==> src/hdl/ioe_cfg_pkg.sv <==
/* ioe_cfg_pkg: register map, driver modes and the control word
   shared by the configuration block and both output stages */
`default_nettype none

package ioe_cfg_pkg;

  // --------------------
  // Register map
  // --------------------
  localparam int AXI_ADDR_W = 4;                          // Two 32-bit registers
  localparam logic [AXI_ADDR_W-1:0] CTRL_ADDR  = 4'h0;    // Control word in byte 0
  localparam logic [AXI_ADDR_W-1:0] COUNT_ADDR = 4'h4;    // Sent-word counter, read only

  localparam logic [1:0] RESP_OKAY   = 2'b00;
  localparam logic [1:0] RESP_SLVERR = 2'b10;

  // --------------------
  // Control word
  // --------------------
  typedef enum logic [1:0] {
    push_pull  = 2'd0,  // P and N both follow data
    open_drain = 2'd1,  // P held off, N pulls low
    tristate   = 2'd2   // Both transistors off
  } drive_mode_e;

  // Packed so that nfrzdrv sits in CTRL[0]
  typedef struct packed {
    drive_mode_e drive_mode;     // CTRL[6:5]
    logic        latch_open_n;   // CTRL[4] low forces the latches open
    logic        loopback_en_n;  // CTRL[3] active low
    logic        loopback_p;     // CTRL[2]
    logic        loopback_n;     // CTRL[1]
    logic        nfrzdrv;        // CTRL[0] low freezes the driver
  } out_cfg_t;

  // Clocked latches, no loopback, driver live
  localparam out_cfg_t CTRL_RESET = '{
    drive_mode:    push_pull,
    latch_open_n:  1'b1,
    loopback_en_n: 1'b1,
    loopback_p:    1'b0,
    loopback_n:    1'b0,
    nfrzdrv:       1'b1
  };

endpackage

`default_nettype wire

==> src/hdl/ioe_data_pkg.sv <==
/* ioe_data_pkg: data word and gate pair passed between the
   output pipeline stages */
`default_nettype none

package ioe_data_pkg;

  // Two data bits, sent slot0 first
  typedef struct packed {
    logic slot1;
    logic slot0;
  } tx_word_t;

  // Gate controls per slot, index is the slot
  typedef struct packed {
    logic [1:0] p;  // P transistor gates
    logic [1:0] n;  // N transistor gates
  } gate_pair_t;

endpackage

`default_nettype wire

==> src/hdl/ioe_out_cfg.sv <==
/* ioe_out_cfg: AXI4-Lite slave with the pad control register
   and a counter of words loaded into the output latches */
`timescale 1ns/1ns
`default_nettype none

module ioe_out_cfg #(
  parameter int COUNT_W = 16
) (
  input  wire                                 interpolator_clk,
  input  wire                                 arst_n,
  input  wire  [ioe_cfg_pkg::AXI_ADDR_W-1:0]  awaddr,
  input  wire                                 awvalid,
  output logic                                awready,
  input  wire  [31:0]                         wdata,
  input  wire  [3:0]                          wstrb,
  input  wire                                 wvalid,
  output logic                                wready,
  output logic [1:0]                          bresp,
  output logic                                bvalid,
  input  wire                                 bready,
  input  wire  [ioe_cfg_pkg::AXI_ADDR_W-1:0]  araddr,
  input  wire                                 arvalid,
  output logic                                arready,
  output logic [31:0]                         rdata,
  output logic [1:0]                          rresp,
  output logic                                rvalid,
  input  wire                                 rready,
  input  wire                                 word_loaded,  // One real word latched
  output ioe_cfg_pkg::out_cfg_t               cfg
);

  localparam int CTRL_W = $bits(ioe_cfg_pkg::out_cfg_t);

  typedef enum logic [1:0] {
    idle,       // Waiting for address and data
    have_addr,  // Address taken, data pending
    have_data,  // Data taken, address pending
    resp        // Response held until bready
  } wr_state_e;

  wr_state_e                          wr_state;
  logic [ioe_cfg_pkg::AXI_ADDR_W-1:0] wr_addr_q;
  ioe_cfg_pkg::out_cfg_t              wr_ctrl_q;   // Byte 0 of the write data
  logic                               wr_strb0_q;
  ioe_cfg_pkg::out_cfg_t              ctrl_q;
  logic [COUNT_W-1:0]                 count_q;
  logic                               aw_hs, w_hs, b_hs, ar_hs;
  logic [31:0]                        rd_data;
  logic [1:0]                         rd_resp;

  // --------------------
  // Write channel
  // --------------------
  assign awready = (wr_state == idle) || (wr_state == have_data);
  assign wready  = (wr_state == idle) || (wr_state == have_addr);
  assign bvalid  = (wr_state == resp);
  assign aw_hs   = awvalid && awready;
  assign w_hs    = wvalid && wready;
  assign b_hs    = bvalid && bready;
  assign bresp   = (wr_addr_q == ioe_cfg_pkg::CTRL_ADDR || wr_addr_q == ioe_cfg_pkg::COUNT_ADDR)
                   ? ioe_cfg_pkg::RESP_OKAY : ioe_cfg_pkg::RESP_SLVERR;

  always_ff @(posedge interpolator_clk or negedge arst_n) begin
    if (!arst_n) begin
      wr_state <= idle;
    end else begin
      case (wr_state)
        idle: begin
          if (aw_hs && w_hs) wr_state <= resp;      // Both in the same cycle
          else if (aw_hs)    wr_state <= have_addr;
          else if (w_hs)     wr_state <= have_data;
        end
        have_addr: if (w_hs)   wr_state <= resp;
        have_data: if (aw_hs)  wr_state <= resp;
        resp:      if (bready) wr_state <= idle;
        default:   wr_state <= idle;
      endcase
    end
  end

  always_ff @(posedge interpolator_clk) begin
    if (aw_hs) wr_addr_q <= awaddr;
    if (w_hs) begin
      wr_ctrl_q  <= wdata[CTRL_W-1:0];
      wr_strb0_q <= wstrb[0];                     // Upper bytes do not exist
    end
  end

  // CTRL changes on the response handshake, COUNT is never written
  always_ff @(posedge interpolator_clk or negedge arst_n) begin
    if (!arst_n) begin
      ctrl_q  <= ioe_cfg_pkg::CTRL_RESET;
      count_q <= '0;
    end else begin
      if (b_hs && wr_strb0_q && wr_addr_q == ioe_cfg_pkg::CTRL_ADDR) ctrl_q <= wr_ctrl_q;
      if (word_loaded) count_q <= count_q + 1'b1;
    end
  end

  assign cfg = ctrl_q;

  // --------------------
  // Read channel
  // --------------------
  assign arready = !rvalid;                       // One read in flight
  assign ar_hs   = arvalid && arready;

  always_comb begin
    rd_data = '0;
    rd_resp = ioe_cfg_pkg::RESP_OKAY;
    case (araddr)
      ioe_cfg_pkg::CTRL_ADDR:  rd_data[CTRL_W-1:0]  = ctrl_q;
      ioe_cfg_pkg::COUNT_ADDR: rd_data[COUNT_W-1:0] = count_q;
      default:                 rd_resp = ioe_cfg_pkg::RESP_SLVERR;
    endcase
  end

  always_ff @(posedge interpolator_clk or negedge arst_n) begin
    if (!arst_n)     rvalid <= 1'b0;
    else if (ar_hs)  rvalid <= 1'b1;
    else if (rready) rvalid <= 1'b0;
  end

  always_ff @(posedge interpolator_clk) begin
    if (ar_hs) begin
      rdata <= rd_data;
      rresp <= rd_resp;
    end
  end

  // Response stays up, with its address, until the master takes it
  bvalid_hold_a: assert property (@(posedge interpolator_clk) disable iff (!arst_n)
    bvalid && !bready |=> bvalid && $stable(wr_addr_q));

endmodule

`default_nettype wire

==> src/hdl/ioe_out_drive.sv <==
/* ioe_out_drive: stage 1, turns data bits into P/N gate controls
   under the drive mode and holds them in a one-entry register */
`timescale 1ns/1ns
`default_nettype none

module ioe_out_drive (
  input  wire                          interpolator_clk,
  input  wire                          arst_n,
  input  wire ioe_data_pkg::tx_word_t  tx_word,
  input  wire                          tx_valid,
  output logic                         tx_ready,
  input  wire ioe_cfg_pkg::out_cfg_t   cfg,
  output ioe_data_pkg::gate_pair_t     g_word,
  output logic                         g_valid,
  input  wire                          g_ready
);

  ioe_data_pkg::gate_pair_t gate_d;   // Mapped word before the register
  logic [1:0]               pn0, pn1; // {p, n} per slot

  // Gate pair for one bit, returned as {p, n}
  function automatic logic [1:0] map_bit(input logic d, input ioe_cfg_pkg::drive_mode_e mode);
    case (mode)
      ioe_cfg_pkg::push_pull:  map_bit = {~d, ~d};
      ioe_cfg_pkg::open_drain: map_bit = {1'b1, ~d};   // P off
      default:                 map_bit = {1'b1, 1'b0}; // Tristate, spare code too
    endcase
  endfunction

  assign pn0 = map_bit(tx_word.slot0, cfg.drive_mode);
  assign pn1 = map_bit(tx_word.slot1, cfg.drive_mode);

  always_comb begin
    gate_d.p = {pn1[1], pn0[1]};
    gate_d.n = {pn1[0], pn0[0]};
  end

  // --------------------
  // One-entry register
  // --------------------
  assign tx_ready = !g_valid || g_ready;  // Empty, or drained this cycle

  always_ff @(posedge interpolator_clk or negedge arst_n) begin
    if (!arst_n)       g_valid <= 1'b0;
    else if (tx_ready) g_valid <= tx_valid;
  end

  always_ff @(posedge interpolator_clk) begin
    if (tx_valid && tx_ready) g_word <= gate_d;  // Mode sampled at acceptance
  end

  // Stalled word holds until the latch stage takes it
  g_word_hold_a: assert property (@(posedge interpolator_clk) disable iff (!arst_n)
    g_valid && !g_ready |=> g_valid && $stable(g_word));

endmodule

`default_nettype wire

==> src/hdl/ioe_out_latch.sv <==
/* ioe_out_latch: stage 2, two-slot output latch sent to the pad one
   slot per cycle, with freeze, open-latch and loopback handling */
`timescale 1ns/1ns
`default_nettype none

module ioe_out_latch (
  input  wire                            interpolator_clk,
  input  wire                            arst_n,
  input  wire ioe_data_pkg::gate_pair_t  g_word,
  input  wire                            g_valid,
  output logic                           g_ready,
  input  wire ioe_cfg_pkg::out_cfg_t     cfg,
  output logic                           word_loaded,  // Real word entered the latches
  output logic                           codin_p,      // P gate +
  output logic                           codin_pb,     // P gate -
  output logic                           codin_n,      // N gate +
  output logic                           codin_nb      // N gate -
);

  logic       phase;                 // Stands in for the interpolator phases
  logic [1:0] latch_p, latch_n;      // Slot values, index is the slot
  logic       phase_d;
  logic [1:0] latch_p_d, latch_n_d;

  // --------------------
  // Phase
  // --------------------
  always_comb begin
    if (!cfg.nfrzdrv)           phase_d = phase;  // Frozen driver stops the clock
    else if (!cfg.latch_open_n) phase_d = 1'b0;   // Open latches show slot0
    else                        phase_d = ~phase;
  end

  // --------------------
  // Latch update, loopback first, then freeze
  // --------------------
  always_comb begin
    latch_p_d   = latch_p;   // Hold by default
    latch_n_d   = latch_n;
    g_ready     = 1'b0;
    word_loaded = 1'b0;
    if (!cfg.loopback_en_n) begin
      latch_p_d = {2{cfg.loopback_p}};           // Stream ignored
      latch_n_d = {2{cfg.loopback_n}};
    end else if (!cfg.nfrzdrv) begin
      g_ready = 1'b1;                            // Word consumed but not counted
      if (g_valid) begin
        latch_p_d = {2{g_word.p[1]}};            // Slot1 into both slots
        latch_n_d = {2{g_word.n[1]}};
      end
    end else begin
      g_ready = !cfg.latch_open_n || phase;      // Clocked loads on phase 1 only
      if (g_valid && g_ready) begin
        latch_p_d   = g_word.p;
        latch_n_d   = g_word.n;
        word_loaded = 1'b1;
      end
    end
  end

  // Outputs taken from next-state values so a load shows the next cycle
  always_ff @(posedge interpolator_clk or negedge arst_n) begin
    if (!arst_n) begin
      phase    <= 1'b0;
      latch_p  <= 2'b00;
      latch_n  <= 2'b00;
      codin_p  <= 1'b0;   // Latched zeros
      codin_pb <= 1'b1;
      codin_n  <= 1'b0;
      codin_nb <= 1'b1;
    end else begin
      phase    <= phase_d;
      latch_p  <= latch_p_d;
      latch_n  <= latch_n_d;
      codin_p  <= latch_p_d[phase_d];
      codin_pb <= ~latch_p_d[phase_d];
      codin_n  <= latch_n_d[phase_d];
      codin_nb <= ~latch_n_d[phase_d];
    end
  end

  // Pairs leave complementary in every mode
  codin_pair_a: assert property (@(posedge interpolator_clk) disable iff (!arst_n)
    (codin_pb == ~codin_p) && (codin_nb == ~codin_n));

endmodule

`default_nettype wire

==> src/hdl/ioe_out_top.sv <==
/* ioe_out_top: pad output register path, configuration block
   beside a drive stage and a latch stage */
`timescale 1ns/1ns
`default_nettype none

module ioe_out_top #(
  parameter int COUNT_W = 16   // Width of the sent-word counter
) (
  input  wire                                 interpolator_clk,
  input  wire                                 arst_n,
  // AXI4-Lite configuration
  input  wire  [ioe_cfg_pkg::AXI_ADDR_W-1:0]  awaddr,
  input  wire                                 awvalid,
  output logic                                awready,
  input  wire  [31:0]                         wdata,
  input  wire  [3:0]                          wstrb,
  input  wire                                 wvalid,
  output logic                                wready,
  output logic [1:0]                          bresp,
  output logic                                bvalid,
  input  wire                                 bready,
  input  wire  [ioe_cfg_pkg::AXI_ADDR_W-1:0]  araddr,
  input  wire                                 arvalid,
  output logic                                arready,
  output logic [31:0]                         rdata,
  output logic [1:0]                          rresp,
  output logic                                rvalid,
  input  wire                                 rready,
  // Data stream
  input  wire ioe_data_pkg::tx_word_t         tx_word,
  input  wire                                 tx_valid,
  output logic                                tx_ready,
  // Pad gate pairs
  output logic                                codin_p,
  output logic                                codin_pb,
  output logic                                codin_n,
  output logic                                codin_nb
);

  ioe_cfg_pkg::out_cfg_t    cfg;          // Control word to both stages
  ioe_data_pkg::gate_pair_t g_word;       // Stage 1 to stage 2
  logic                     g_valid;
  logic                     g_ready;
  logic                     word_loaded;  // Counted in COUNT

  // Port names match the nets here
  ioe_out_cfg #(.COUNT_W(COUNT_W)) ioe_out_cfg_inst (.*);
  ioe_out_drive ioe_out_drive_inst (.*);
  ioe_out_latch ioe_out_latch_inst (.*);

endmodule

`default_nettype wire

==> config.mk <==
export PLATFORM = sky130hd
export DESIGN_NAME = ioe_out_top
export DESIGN_NICKNAME = d
export VERILOG_FILES = /design/src/hdl/ioe_cfg_pkg.sv /design/src/hdl/ioe_data_pkg.sv /design/src/hdl/ioe_out_cfg.sv /design/src/hdl/ioe_out_drive.sv /design/src/hdl/ioe_out_latch.sv /design/src/hdl/ioe_out_top.sv
export SDC_FILE = /design/constraint.sdc
export NUM_CORES = 1
export LEC_CHECK = 0
export ABC_CLOCK_PERIOD_IN_PS = 1840
export BUFFER_PORTS_ARGS = -buffer_cell sky130_fd_sc_hd__buf_2
export CAP_MARGIN = 20
export CORE_ASPECT_RATIO = 0.75
export CORE_MARGIN = 5
export CORE_UTILIZATION = 50
export DETAILED_ROUTE_END_ITERATION = 8
export PLACE_DENSITY = 0.79
export SETUP_SLACK_MARGIN = 0.5
export SLEW_MARGIN = 15
export SYNTH_ARGS = -nofsm -noshare
export SYNTH_HDL_FRONTEND = slang
export SYNTH_SLANG_ARGS = --single-unit
export TNS_END_PERCENT = 5
==> constraint.sdc <==
create_clock -name interpolator_clk -period 1.84 [get_ports interpolator_clk]
set_input_delay 0.276 -clock interpolator_clk [delete_from_list [all_inputs] [get_ports interpolator_clk]]
set_output_delay 0.276 -clock interpolator_clk [all_outputs]
set_load 0.01 [all_outputs]
Word level (Yosys, flattened, before mapping) --
Index checks and enable logic that the tools add are counted.
Storage, ports and cells: flip-flop bits (word level) 70, output and inout port bits 46
Operators by class: $add $sub $neg 1, order comparisons 1, equal/unequal tests 10, muxes and demuxes 33, bitwise gates (word level) 5, reductions and logical operators 24
Operators with widths (count):
- $mux 2 | 16
- $add 16x1->16 const B | 1
- $pmux 7 s2 | 1
- $mux 1 | 13
- $logic_and 1x1->1 | 9
- $eq 4x3->1 const B | 2
- $logic_not 4->1 | 2
- $pmux 2 s2 | 2
- $pmux 2 s4 | 1
- $logic_or 1x1->1 | 5
- $not 1->1 | 5
- $eq 2x1->1 const B | 2
- $eq 2x2->1 const B | 2
- $logic_not 2->1 | 2
- $ne 2x1->1 const B | 2
- $ne 4x2->1 const B | 1
- $reduce_and 4->1 | 1
- $logic_not 1->1 | 3
- $lt 1x2->1 const B | 1
- $ne 2x2->1 const B | 1
- $reduce_bool 2->1 | 1
- $reduce_or 2->1 | 1

Logic depth before layout (Yosys ltp) --
Gate-level depths: netlist of run 1.
depth after elaboration 9, depth in mapped cells 6

Hierarchy --
A second synthesis of run 1 with hierarchy kept.
Second synthesis, totals: cell total of the unflattened synthesis 242, area, all modules 3169.3 um^2
By module, submodules not included:
- ioe_out_cfg | times used 1, cells each 177, area each 2459.9 um^2, seq. area each 1525.2 um^2
- ioe_out_latch | times used 1, cells each 52, area each 516.7 um^2, seq. area each 227.7 um^2
- ioe_out_drive | times used 1, cells each 13, area each 192.7 um^2, seq. area each 145.1 um^2

Least setup slack after synthesis of run 1 --
No wires, ideal clock.
path kind reg2reg, start register ioe_out_cfg_inst.wr_addr_q[1] (netlist name), end register ioe_out_cfg_inst.ctrl_q (netlist bit ioe_out_cfg_inst.cfg[1]), library setup time 125 ps, data arrival time 1528 ps, data required time 1715 ps, slack 187 ps, cell stages (with the launch flop) 4, buffers on the path 0, period minus slack after synthesis 1653 ps, cell sequence edfxtp_1 or3_4 nor4_4 mux2_2
On the way: cells in the longest elaborated chain, start to end 2
Ends and longest elaborated chain:
- start: declaration | RTL line ioe_out_cfg.sv:42 | logic [ioe_cfg_pkg::AXI_ADDR_W-1:0] wr_addr_q;
- start signal: assignment | RTL line ioe_out_cfg.sv:82 | if (aw_hs) wr_addr_q <= awaddr;
- $logic_not 4->1 | RTL line ioe_out_cfg.sv:95 | if (b_hs && wr_strb0_q && wr_addr_q == ioe_cfg_pkg::CTRL_ADDR) ctrl_q <= wr_ctrl_q;
- $logic_and 1x1->1 | RTL line ioe_out_cfg.sv:95
- end signal: assignment | RTL line ioe_out_cfg.sv:92 | ctrl_q <= ioe_cfg_pkg::CTRL_RESET;
- end signal: assignment | RTL line ioe_out_cfg.sv:95
- end: declaration | RTL line ioe_out_cfg.sv:45 | ioe_cfg_pkg::out_cfg_t ctrl_q;
No other way between the ends. A chain may end at the register's enable or synchronous reset.

Worst setup path after layout of run 1 --
start register ioe_out_cfg_inst.ctrl_q (netlist bit ioe_out_cfg_inst.cfg[0]), end output tx_ready
On the way: cells in the longest elaborated chain, start to end 3
Ends and longest elaborated chain:
- $mux 1 | RTL line ioe_out_latch.sv:45 | end else if (!cfg.nfrzdrv) begin
- $mux 1 | RTL line ioe_out_latch.sv:42 | if (!cfg.loopback_en_n) begin
- $logic_or 1x1->1 | RTL line ioe_out_drive.sv:41 | assign tx_ready = !g_valid || g_ready;
- end: declaration | RTL line ioe_out_top.sv:32 | output logic tx_ready,
No other way between the ends.

==> impl_metrics.ini, run 1 <==
[run_status]
status = finished, final reports clean

[logic_synthesis]
synth.area.top_cells = edfxtp_1 32%, dfrtp_1 25%, buf_4 4.4%
synth_top_area_share = 0.3200
yosysWarningCount = 0
synthCells = 241
avgSynthCellArea_sq_um = 12.85
syn_area_sq_um = 3097
yosysUniqueCellTypes = 41
synth_flop_cell = edfxtp_1
async_reset_ff_frac = 0.5217
synth-seq-cells = 69
ys_seq_area_frac = 0.6129
synth-edff-count = 33
synth_top_area_cell = edfxtp_1

[worst_setup_path]
slowest_delay_ps = 550
path_class = flip-flop to primary output
crit_slowest_cell = dfstp_2
crit_chain = nand3b_1 -> a21oi_2 -> inv_1 -> buf_2
r2r_start = ioe_out_cfg_inst.wr_state[1]$_DFFE_PN0P_
crit_path_end_kind = primary output
cp.arrival_ps = 1400
crit_fanout = 4
required_ps = 1560
cp_top_family = flip-flops
cp.buffers_inverters = 2
startpoint_type = flip-flop
startpoint = ioe_out_cfg_inst.cfg[0]$_DFFE_PN1P_

[pwr]
clkPwrFrac = 0.254
pwr-share-comb = 0.317
ir_worst_vdd_mv = 1.075
switching_power_mw = 1.570
cellLeakagePower_nw = 1.739
seqPwrFrac = 0.429
sw_frac_of_total = 0.3076
pwr_density_cell_nw_per_um2 = 1343
p_int_mw = 3.534

[timing]
setup_viol = 0
finClkSkew_ps = 7.647
post-route-period-util = 0.9083
final_max_slew_viol_count = 0
tns_ps = 0
hold_viol_final = 0
period_minus_slack_ps = 1671
whs_ps = 110.2
rsz0062_at_grt = yes
fmax_mhz = 598.3

[floorplan]
io_pins = 100
num_rows = 24
core_sq_um = 5916
start_util = 0.5235
die_area_sq_um = 7884
die_h_um = 78.16
chipWidth_um = 100.9

[cts]
cts_sinks = 69
clk_pin_slew_ps = 70
root_buffer = clkbuf_8
cts_max_level = 3
clk_latency_ps = 340
clock_path_buffers = 2
cts_made_buffers = 9
tritoncts = built

[cells_and_area]
nets = 378
n_antenna_cell = 0
final_core_util = 0.6423
fillerInstances = 469
multi_input_area_sq_um = 1117
fin_cells = 401
finish.instance_area_sq_um = 3800
area_growth_pct = 22.71
seqCellArea_sq_um = 1899
drive_gt1_frac = 0.3839

[placed_design]
post_dp_cell_area_sq_um = 3433
hpwl_mm = 3.906
dp.cells = 375
gp_congestion = 0.7959
portBuffers = 53

[global_routing]
grt-ovfl-total = 0
grt_pass1_wl_mm = 8.990
met3_usage = 0.04872
use_met1 = 0.1942
grt_pass1_vias = 1912
grtUsageMet2 = 0.2286
busiest_layer = met2
grt_max_degree = 37
antenna_found_initial = 0
grt_usage = 0.1464

[drt]
via_count = 1961
drt_iter0_markers = 103
drc = 0
viasPerCell = 4.890
drt-pass1-iter-count = 4
ant_nets = 0
routed_wl_mm = 5.483
post_drt_wl_per_cell_um = 13.67

[worst_hold_path]
min_from = wstrb[0]
hp-class = input pin to flip-flop

[flow_run]
cap_violations = 0
## cell usage after synthesis, types with 3 or more instances
cell and number:
nor2_1 15, nor2b_1 3, nand3_1 6, inv_1 14, a31o_2 3, mux2_2 10, o21ai_0 4, nand2_1 12
ha_1 6, mux2i_1 12, xnor2_1 13, a21oi_1 4, nand2b_1 3, nand4_1 4, and3_1 11, dfstp_2 5
a31oi_1 3, edfxtp_1 33, dfrtp_1 31, buf_4 18, a21boi_0 3, or2_2 3
## power groups by stage
stage | clock network [mW] | registers, mW | logic [mW]
finish | 1.30 | 2.19 | 1.62
CTS | 1.32 | 2.18 | 1.54
global route | 1.39 | 2.23 | 1.79
floorplan | 0 | 2.19 | 0.921
global placement | 0 | 2.21 | 1.23
detailed placement | 0 | 2.23 | 1.28
## stage by stage
| step | total power, mW | worst slack, ps |
|---|---|---|
| floorplan | 3.112 | 262.3 |
| global placement | 3.446 | 232.5 |
| detailed placement | 3.503 | 178.6 |
| CTS | 5.046 | 168.5 |
| global route | 5.402 | 89.07 |
| finish | 5.104 | 168.7 |
## logic make-up after synthesis
group / synth area share
xor+xnor: 0.04243
other cells: 0.001211
mux: 0.07515
flops: 0.6129
compound gates: 0.04445
fa+ha+maj: 0.02424
simple gates: 0.1325
buf+inv: 0.06707
## layout make-up
cell class	instances	share of cell area
Sequential cell	69	0.4998
Inverter	16	0.01581
Timing Repair Buffer	70	0.1083
Multi-Input combinational cell	152	0.2940
Tap cell	78	0.02568
Clock inverter	7	0.02371
Clock buffer	9	0.03260
## repair_timing
action / CTS / global route
gates resized for setup: 10 / 14
buffers inserted: 8 / 1
hold buffers: 1 / 0
setup endpoints to repair: 52 / 54
endpoints found under the hold margin: 31 / 0
pin swaps: 2 / 2
## layer usage
| layer | up-vias | part of all wire |
|---|---|---|
| met4 | 0 | 0.013 |
| met1 | 935 | 0.46 |
| met3 | 11 | 0.073 |
| li1 | 961 | - |
| met5 | - | 0 |
| met2 | 54 | 0.46 |
## layout by cell type (no fill, tap or decap), drive strengths merged, types with 2 or more instances in the layout
master   n
ha       6
nor2b    3
dfrtp   31
xor2     2
nand2b   3
clkinv   6
mux2i   12
xnor2   13
o21ai    4
or3      2
a21boi   3
conb    18
nand2   12
nand3    6
edfxtp  33
a21oi    4
bufinv   2
dfstp    5
buf     69
a31oi    3
and3    11
mux2    10
and4     2
nor3     2
nand4    4
clkbuf   9
and2     2
nor4     2
or2      3
inv     14
a31o     3
nor2    15
## worst reg2reg max path: stages, from the launching register on
cell and delay, ps:
dfrtp_1 410, buf_4 140, ha_2 180, nand2_1 90, nor4_4 230, buf_6 170
mux2_2 330
## path summary, 6_finish.rpt
| check | to | slack [ps] | cells after the start |
|---|---|---|---|
| worst max-delay path | tx_ready | 170 | 4 |
| worst min-delay path | ioe_out_cfg_inst.wr_strb0_q$_DFFE_PP_ | 110 | 1 |
| worst max register to register | ioe_out_cfg_inst.cfg[6]$_DFFE_PN0P_ | 170 | 6 |
| worst min register to register | ioe_out_cfg_inst.count_q[15]$_DFFE_PN0P_ | 470 | 1 |
| max in group asynchronous | ioe_out_cfg_inst.cfg[3]$_DFFE_PN1P_ | 990 | 3 |
| min in group asynchronous | ioe_out_latch_inst.latch_n[0]$_DFF_PN0_ | 500 | 3 |
## registers in the layout, summed over array words and instances (netlist names), 2 cells and up
signal and cells:
ioe_out_cfg_inst.rdata 16, ioe_out_cfg_inst.count_q 16, ioe_out_cfg_inst.wr_addr_q 4, ioe_out_latch_inst.latch_n 2, ioe_out_drive_inst.g_word 4, ioe_out_cfg_inst.cfg 7
ioe_out_cfg_inst.wr_ctrl_q 7, ioe_out_cfg_inst.wr_state 2, ioe_out_latch_inst.latch_p 2
Power figures use the tool's default switching activity.
==> inputs of run 2 (changes only) <==
Settings changed: ABC_CLOCK_PERIOD_IN_PS 1840 to 1600.
Clock period 1.84 ns to 1.6 ns, I/O delays scaled along.
==> run 2 against run 1 <==
The run now ends with negative setup slack left. Sequential power rose by 16%. Combinational power is 27% higher. Die area unchanged. Global-route usage grew 1.5 points. First-iteration DRC count up 14%. Wire length grew 12%. Worst hold slack got worse by 44 ps. Via count rose by 2.7%. Sequential cell count stayed put. Design area up 3.3%. Core utilization rose by 2.1 points. Power is 22% higher. Critical path type unchanged. Highest routed layer unchanged.
==> impl_metrics.ini, run 2 (same netlist as run 1, synthesis figures left out) <==
[cells_and_area]
seqCellArea_sq_um = 1898
final_core_util = 0.6633
mostFrequentLayoutCell = buf_2
fillerInstances = 439
nets = 382
final_cell_mix = 47 x buf_2, 33 x edfxtp_1, 31 x dfrtp_1, 18 x conb_1, 15 x buf_4
finish.instance_area_sq_um = 3924
reg_top3 = ioe_out_cfg_inst.count_q: 16 flops, ioe_out_cfg_inst.rdata: 16 flops
n_antenna_cell = 0
drive_gt1_frac = 0.4067
multi_input_area_sq_um = 1140
fin_cells = 405
area_growth_pct = 26.71

[floorplan]
die_area_sq_um = 7884
core_sq_um = 5916
io_pins = 100
chipWidth_um = 100.9
die_h_um = 78.16
num_rows = 24
start_util = 0.5235

[pwr]
power_mw = 6.206
pwr_density_cell_nw_per_um2 = 1582
ir_worst_vdd_mv = 0.9949
cellLeakagePower_nw = 1.796

[global_routing]
grt_pass1_wl_mm = 9.701
grt_pass1_vias = 1971
antenna_found_initial = 0
grt-ovfl-total = 0
use_met1 = 0.1923
busiest_layer = met2
grt_usage = 0.1613
met3_usage = 0.06289
grt_max_degree = 21
grtUsageMet2 = 0.2668

[timing]
post-route-period-util = 1.076
fmax_mhz = 580.9
hold_viol_final = 0
rsz0062_at_grt = yes
finClkSkew_ps = 6.891
setup_viol = 13
tns_ps = -430.1
period_minus_slack_ps = 1722
final_max_slew_viol_count = 0
fin_ws_ps = -121.6

[worst_setup_path]
r2r_setup_slack_ps = -30
r2r_start = ioe_out_cfg_inst.wr_addr_q[0]$_DFFE_PP_
crit_fanout = 2
path_class = flip-flop to primary output
crit_path_end_kind = primary output
startpoint = ioe_out_cfg_inst.cfg[0]$_DFFE_PN1P_
required_ps = 1360
cp.arrival_ps = 1480
rr_endpoint = ioe_out_cfg_inst.cfg[6]$_DFFE_PN0P_
r2r_cells = 4
startpoint_type = flip-flop
crit_end = tx_ready

[drt]
drc = 0
drt-pass1-iter-count = 4
viasPerCell = 4.970
via_count = 2013
routed_wl_mm = 6.158
drt_iter0_markers = 117
ant_nets = 0
post_drt_wl_per_cell_um = 15.20

[cts]
clock_path_buffers = 2
cts_made_buffers = 9
tritoncts = built
cts_max_level = 3
cts_sinks = 69
clk_pin_slew_ps = 70
root_buffer = clkbuf_8
clk_latency_ps = 350

[run_status]
status = complete, but fails checks
violations = negative setup slack

[flow_run]
cap_violations = 0

[placed_design]
portBuffers = 53
gp_congestion = 0.8499
dp.cells = 378
hpwl_mm = 4.199
post_dp_cell_area_sq_um = 3468

[worst_hold_path]
hp-class = input pin to flip-flop
hold_depth = 2
## run 2: changes by cell type in the layout (fill, tap and decap cells not counted), sizes merged
cell	before	now
clkinvlp	1	3
clkinv	6	2
buf	69	73
clkbuf	9	11
## run 2: layer usage
metal | part of all wire | wire (um)
met1 | 0.41 | 2499
met2 | 0.49 | 3004
met3 | 0.086 | 529
met4 | 0.020 | 124
met5 | 0 | 0
## run 2: where the power goes
group / internal [mW] / switching, mW / leakage [nW] / total, mW
combinational: 1.04 / 1.01 / 0.910 / 2.05
sequential: 2.29 / 0.255 / 0.778 / 2.54
clock: 0.961 / 0.652 / 0.108 / 1.61
## run 2: area by class of cell
cell class / count / share of cell area
sequential: 69 / 0.4837
clock inverter: 5 / 0.02105
inverter: 16 / 0.01626
tap: 78 / 0.02487
multi-input combinational: 152 / 0.2905
timing repair buffer: 74 / 0.1250
clock buffer: 11 / 0.03858
## run 2: worst min-delay path by stage
| stage | start | slack [ps] | endpoint |
|---|---|---|---|
| 6_report | rready | 70 | ioe_out_cfg_inst.rvalid$_DFFE_PN0P_ |
| 4_1_cts | wdata[3] | 50 | ioe_out_cfg_inst.wr_ctrl_q[3]$_DFFE_PP_ |
| 3_3_place_gp | arst_n | 200 | ioe_out_drive_inst.g_valid$_DFFE_PN0P_ |
| 2_1_floorplan | arst_n | -60 | ioe_out_cfg_inst.cfg[1]$_DFFE_PN0P_ |
| 3_5_place_dp | arst_n | 200 | ioe_out_drive_inst.g_valid$_DFFE_PN0P_ |
| 5_1_grt | wdata[6] | 50 | ioe_out_cfg_inst.wr_ctrl_q[6]$_DFFE_PP_ |
## run 2: critical path, stage by stage (launching register included)
cell and delay (ps):
dfstp_2 540, buf_6 100, nand3b_1 110, a21oi_2 190, inv_1 50, buf_2 130
## run 2: per-stage QoR
| step | hold WS [ps] | setup slack (ps) |
|---|---|---|
| 2_1_floorplan | -55.59 | 22.28 |
| 3_5_place_dp | 198.0 | 6.246 |
| 3_3_place_gp | 195.2 | 44.01 |
| 6_report | 66.53 | -121.6 |
| 4_1_cts | 52.16 | -105.0 |
| 5_1_grt | 46.02 | -197.9 |
## run 2: timing repair
item | in CTS | in global routing
setup endpoints to repair | 73 | 97
hold buffers | 1 | 0
buffers inserted | 9 | 1
cloned | 0 | 0
resized for setup | 29 | 12
pin swaps | 5 | 6
endpoints found under the hold margin | 12 | 0
==> inputs of run 3 (changes only) <==
Settings changed: BUFFER_PORTS_ARGS -buffer_cell sky130_fd_sc_hd__buf_2 to -buffer_cell sky130_fd_sc_hd__buf_4, CELL_PAD_IN_SITES_DETAIL_PLACEMENT set to 1, CELL_PAD_IN_SITES_GLOBAL_PLACEMENT set to 1, CORE_UTILIZATION 50 to 39, PLACE_DENSITY 0.79 to not set, PLACE_DENSITY_LB_ADDON set to 0.1.
==> run 3 against run 2 <==
First-iteration DRC count shrank 67%. Clock power is essentially flat. Via count grew 1.1%. Non-clock buffer count grew 3. Sequential power is essentially flat. The run still ends with negative setup slack left. Wire length grew 4.1%. Combinational power grew 15%. Clock skew grew 0.97 ps. Sequential share of layout area shrank 3.5 points. Worst hold slack gained 2.6 ps. Largest power group unchanged.
==> impl_metrics.ini, run 3 (same netlist as run 1, synthesis figures left out) <==
[worst_setup_path]
crit_chain = buf_6 -> nand3b_1 -> a21oi_2 -> inv_1 -> buf_6
r2r_setup_slack_ps = -60
startpoint_type = flip-flop
cp.buffers_inverters = 3
cp_top_family = flip-flops
crit_slowest_cell = dfstp_2
required_ps = 1360
cp.arrival_ps = 1500
crit_fanout = 3
path_class = flip-flop to primary output
slowest_delay_ps = 550
crit_path_end_kind = primary output
crit_top_cell = buf_6

[cells_and_area]
final_cell_mix = 41 x buf_4, 33 x edfxtp_1, 33 x buf_6, 30 x dfrtp_1, 18 x conb_1
reg_top3 = ioe_out_cfg_inst.count_q: 16 flops, ioe_out_cfg_inst.rdata: 16 flops
mostFrequentLayoutCell = buf_4
drive_gt1_frac = 0.4212
area_growth_pct = 36.61
nets = 385
finish.instance_area_sq_um = 4230
n_antenna_cell = 0

[global_routing]
antenna_found_initial = 0
grt_pass1_wl_mm = 10.55
grt_pass1_vias = 2111
grt_usage = 0.1396
grt_max_degree = 37
grt-ovfl-total = 0

[cts]
clk_latency_ps = 340
cts_sinks = 69
tritoncts = built
clk_pin_slew_ps = 70
clock_path_buffers = 2
cts_made_buffers = 9
root_buffer = clkbuf_8
cts_max_level = 3

[timing]
period_minus_slack_ps = 1744
fmax_mhz = 573.3
whs_ps = 69.13
setup_viol = 6
rsz0062_at_grt = yes
post-route-period-util = 1.090
final_max_slew_viol_count = 0
tns_ps = -339.5
finClkSkew_ps = 7.864
hold_viol_final = 0
fin_ws_ps = -144.2

[floorplan]
num_rows = 28
die_area_sq_um = 9841
chipWidth_um = 112.9
core_sq_um = 7812
die_h_um = 87.17
io_pins = 100
start_util = 0.3964

[pwr]
ir_worst_vdd_mv = 0.9203
clkPwrFrac = 0.247
cellLeakagePower_nw = 1.874
p_int_mw = 4.526
sw_frac_of_total = 0.3049
power_mw = 6.511
switching_power_mw = 1.985
pwr-share-comb = 0.361
seqPwrFrac = 0.393
pwr_density_cell_nw_per_um2 = 1539

[drt]
post_drt_wl_per_cell_um = 14.74
drt_iter0_markers = 39
routed_wl_mm = 6.411
viasPerCell = 4.678
drt-pass1-iter-count = 4
ant_nets = 0
via_count = 2035
drc = 0

[placed_design]
place_ws_ps = -2.382
gp_congestion = 0.7718
hpwl_mm = 4.501
portBuffers = 53
post_dp_cell_area_sq_um = 3665

[worst_hold_path]
hp-class = input pin to flip-flop

[run_status]
violations = negative setup slack
status = complete, but fails checks

[flow_run]
cap_violations = 0
==> run 3: path summary, 6_finish.rpt <==
kind                                                           from                                  endpoint  cells after the start
setup / recovery                ioe_out_cfg_inst.cfg[0]$_DFFE_PN1P_                                  tx_ready                      5
hold / removal                                               rready       ioe_out_cfg_inst.rvalid$_DFFE_PN0P_                      2
setup reg to reg                ioe_out_cfg_inst.cfg[0]$_DFFE_PN1P_     ioe_out_latch_inst.codin_pb$_DFF_PN1_                      7
hold reg to reg            ioe_out_cfg_inst.count_q[15]$_DFFE_PN0P_  ioe_out_cfg_inst.count_q[15]$_DFFE_PN0P_                      1
max in group asynchronous                                    arst_n       ioe_out_cfg_inst.cfg[4]$_DFFE_PN1P_                      2
min in group asynchronous                                    arst_n  ioe_out_cfg_inst.count_q[13]$_DFFE_PN0P_                      2
==> run 3: power by group through the flow <==
stage / Combinational (mW) / Clock (mW) / Sequential (mW)
floorplan: 1.06 / 0 / 2.52
global placement: 1.70 / 0 / 2.55
detailed placement: 1.75 / 0 / 2.55
CTS: 2.13 / 1.66 / 2.53
global route: 2.56 / 1.75 / 2.61
finish: 2.35 / 1.61 / 2.56
==> run 3: metal layers <==
layer	GRT usage	wire (um)
met1	0.1868	3031
met2	0.2108	2920
met3	0.03819	336
met4	0.06769	124
met5	0	0
==> run 3: timing repair <==
action                                 4_1_cts  5_1_grt
endpoints found under the hold margin       31        0
hold buffers                                 1        0
setup endpoints to repair                   79       97
gates resized for setup                     52       20
setup buffers                                5        4
pin swaps                                    3        6
==> run 3: cell type report <==
type                       count  area (sq um)
clock inverter                 5         82.58
multi-input combinational    152          1175
clock buffer                  11         151.4
timing repair buffer          77         724.4
inverter                      16         66.31
sequential                    69          1899
tap                          105         131.4
fill                         817          3582
==> run 3: stage by stage <==
stage,util,instances
4_1_cts,0.5271,431
3_3_place_gp,0.4691,409
6_report,0.5415,435
5_1_grt,0.5415,435
2_1_floorplan,-,258
3_5_place_dp,0.4691,409
==> run 3: worst reg2reg max path, delay by kind of cell (launching register included) <==
family	cells	cell delay, ps
flops	1	550
buf+inv	3	300
compound gates	2	290
mux	1	270
simple gates	1	200
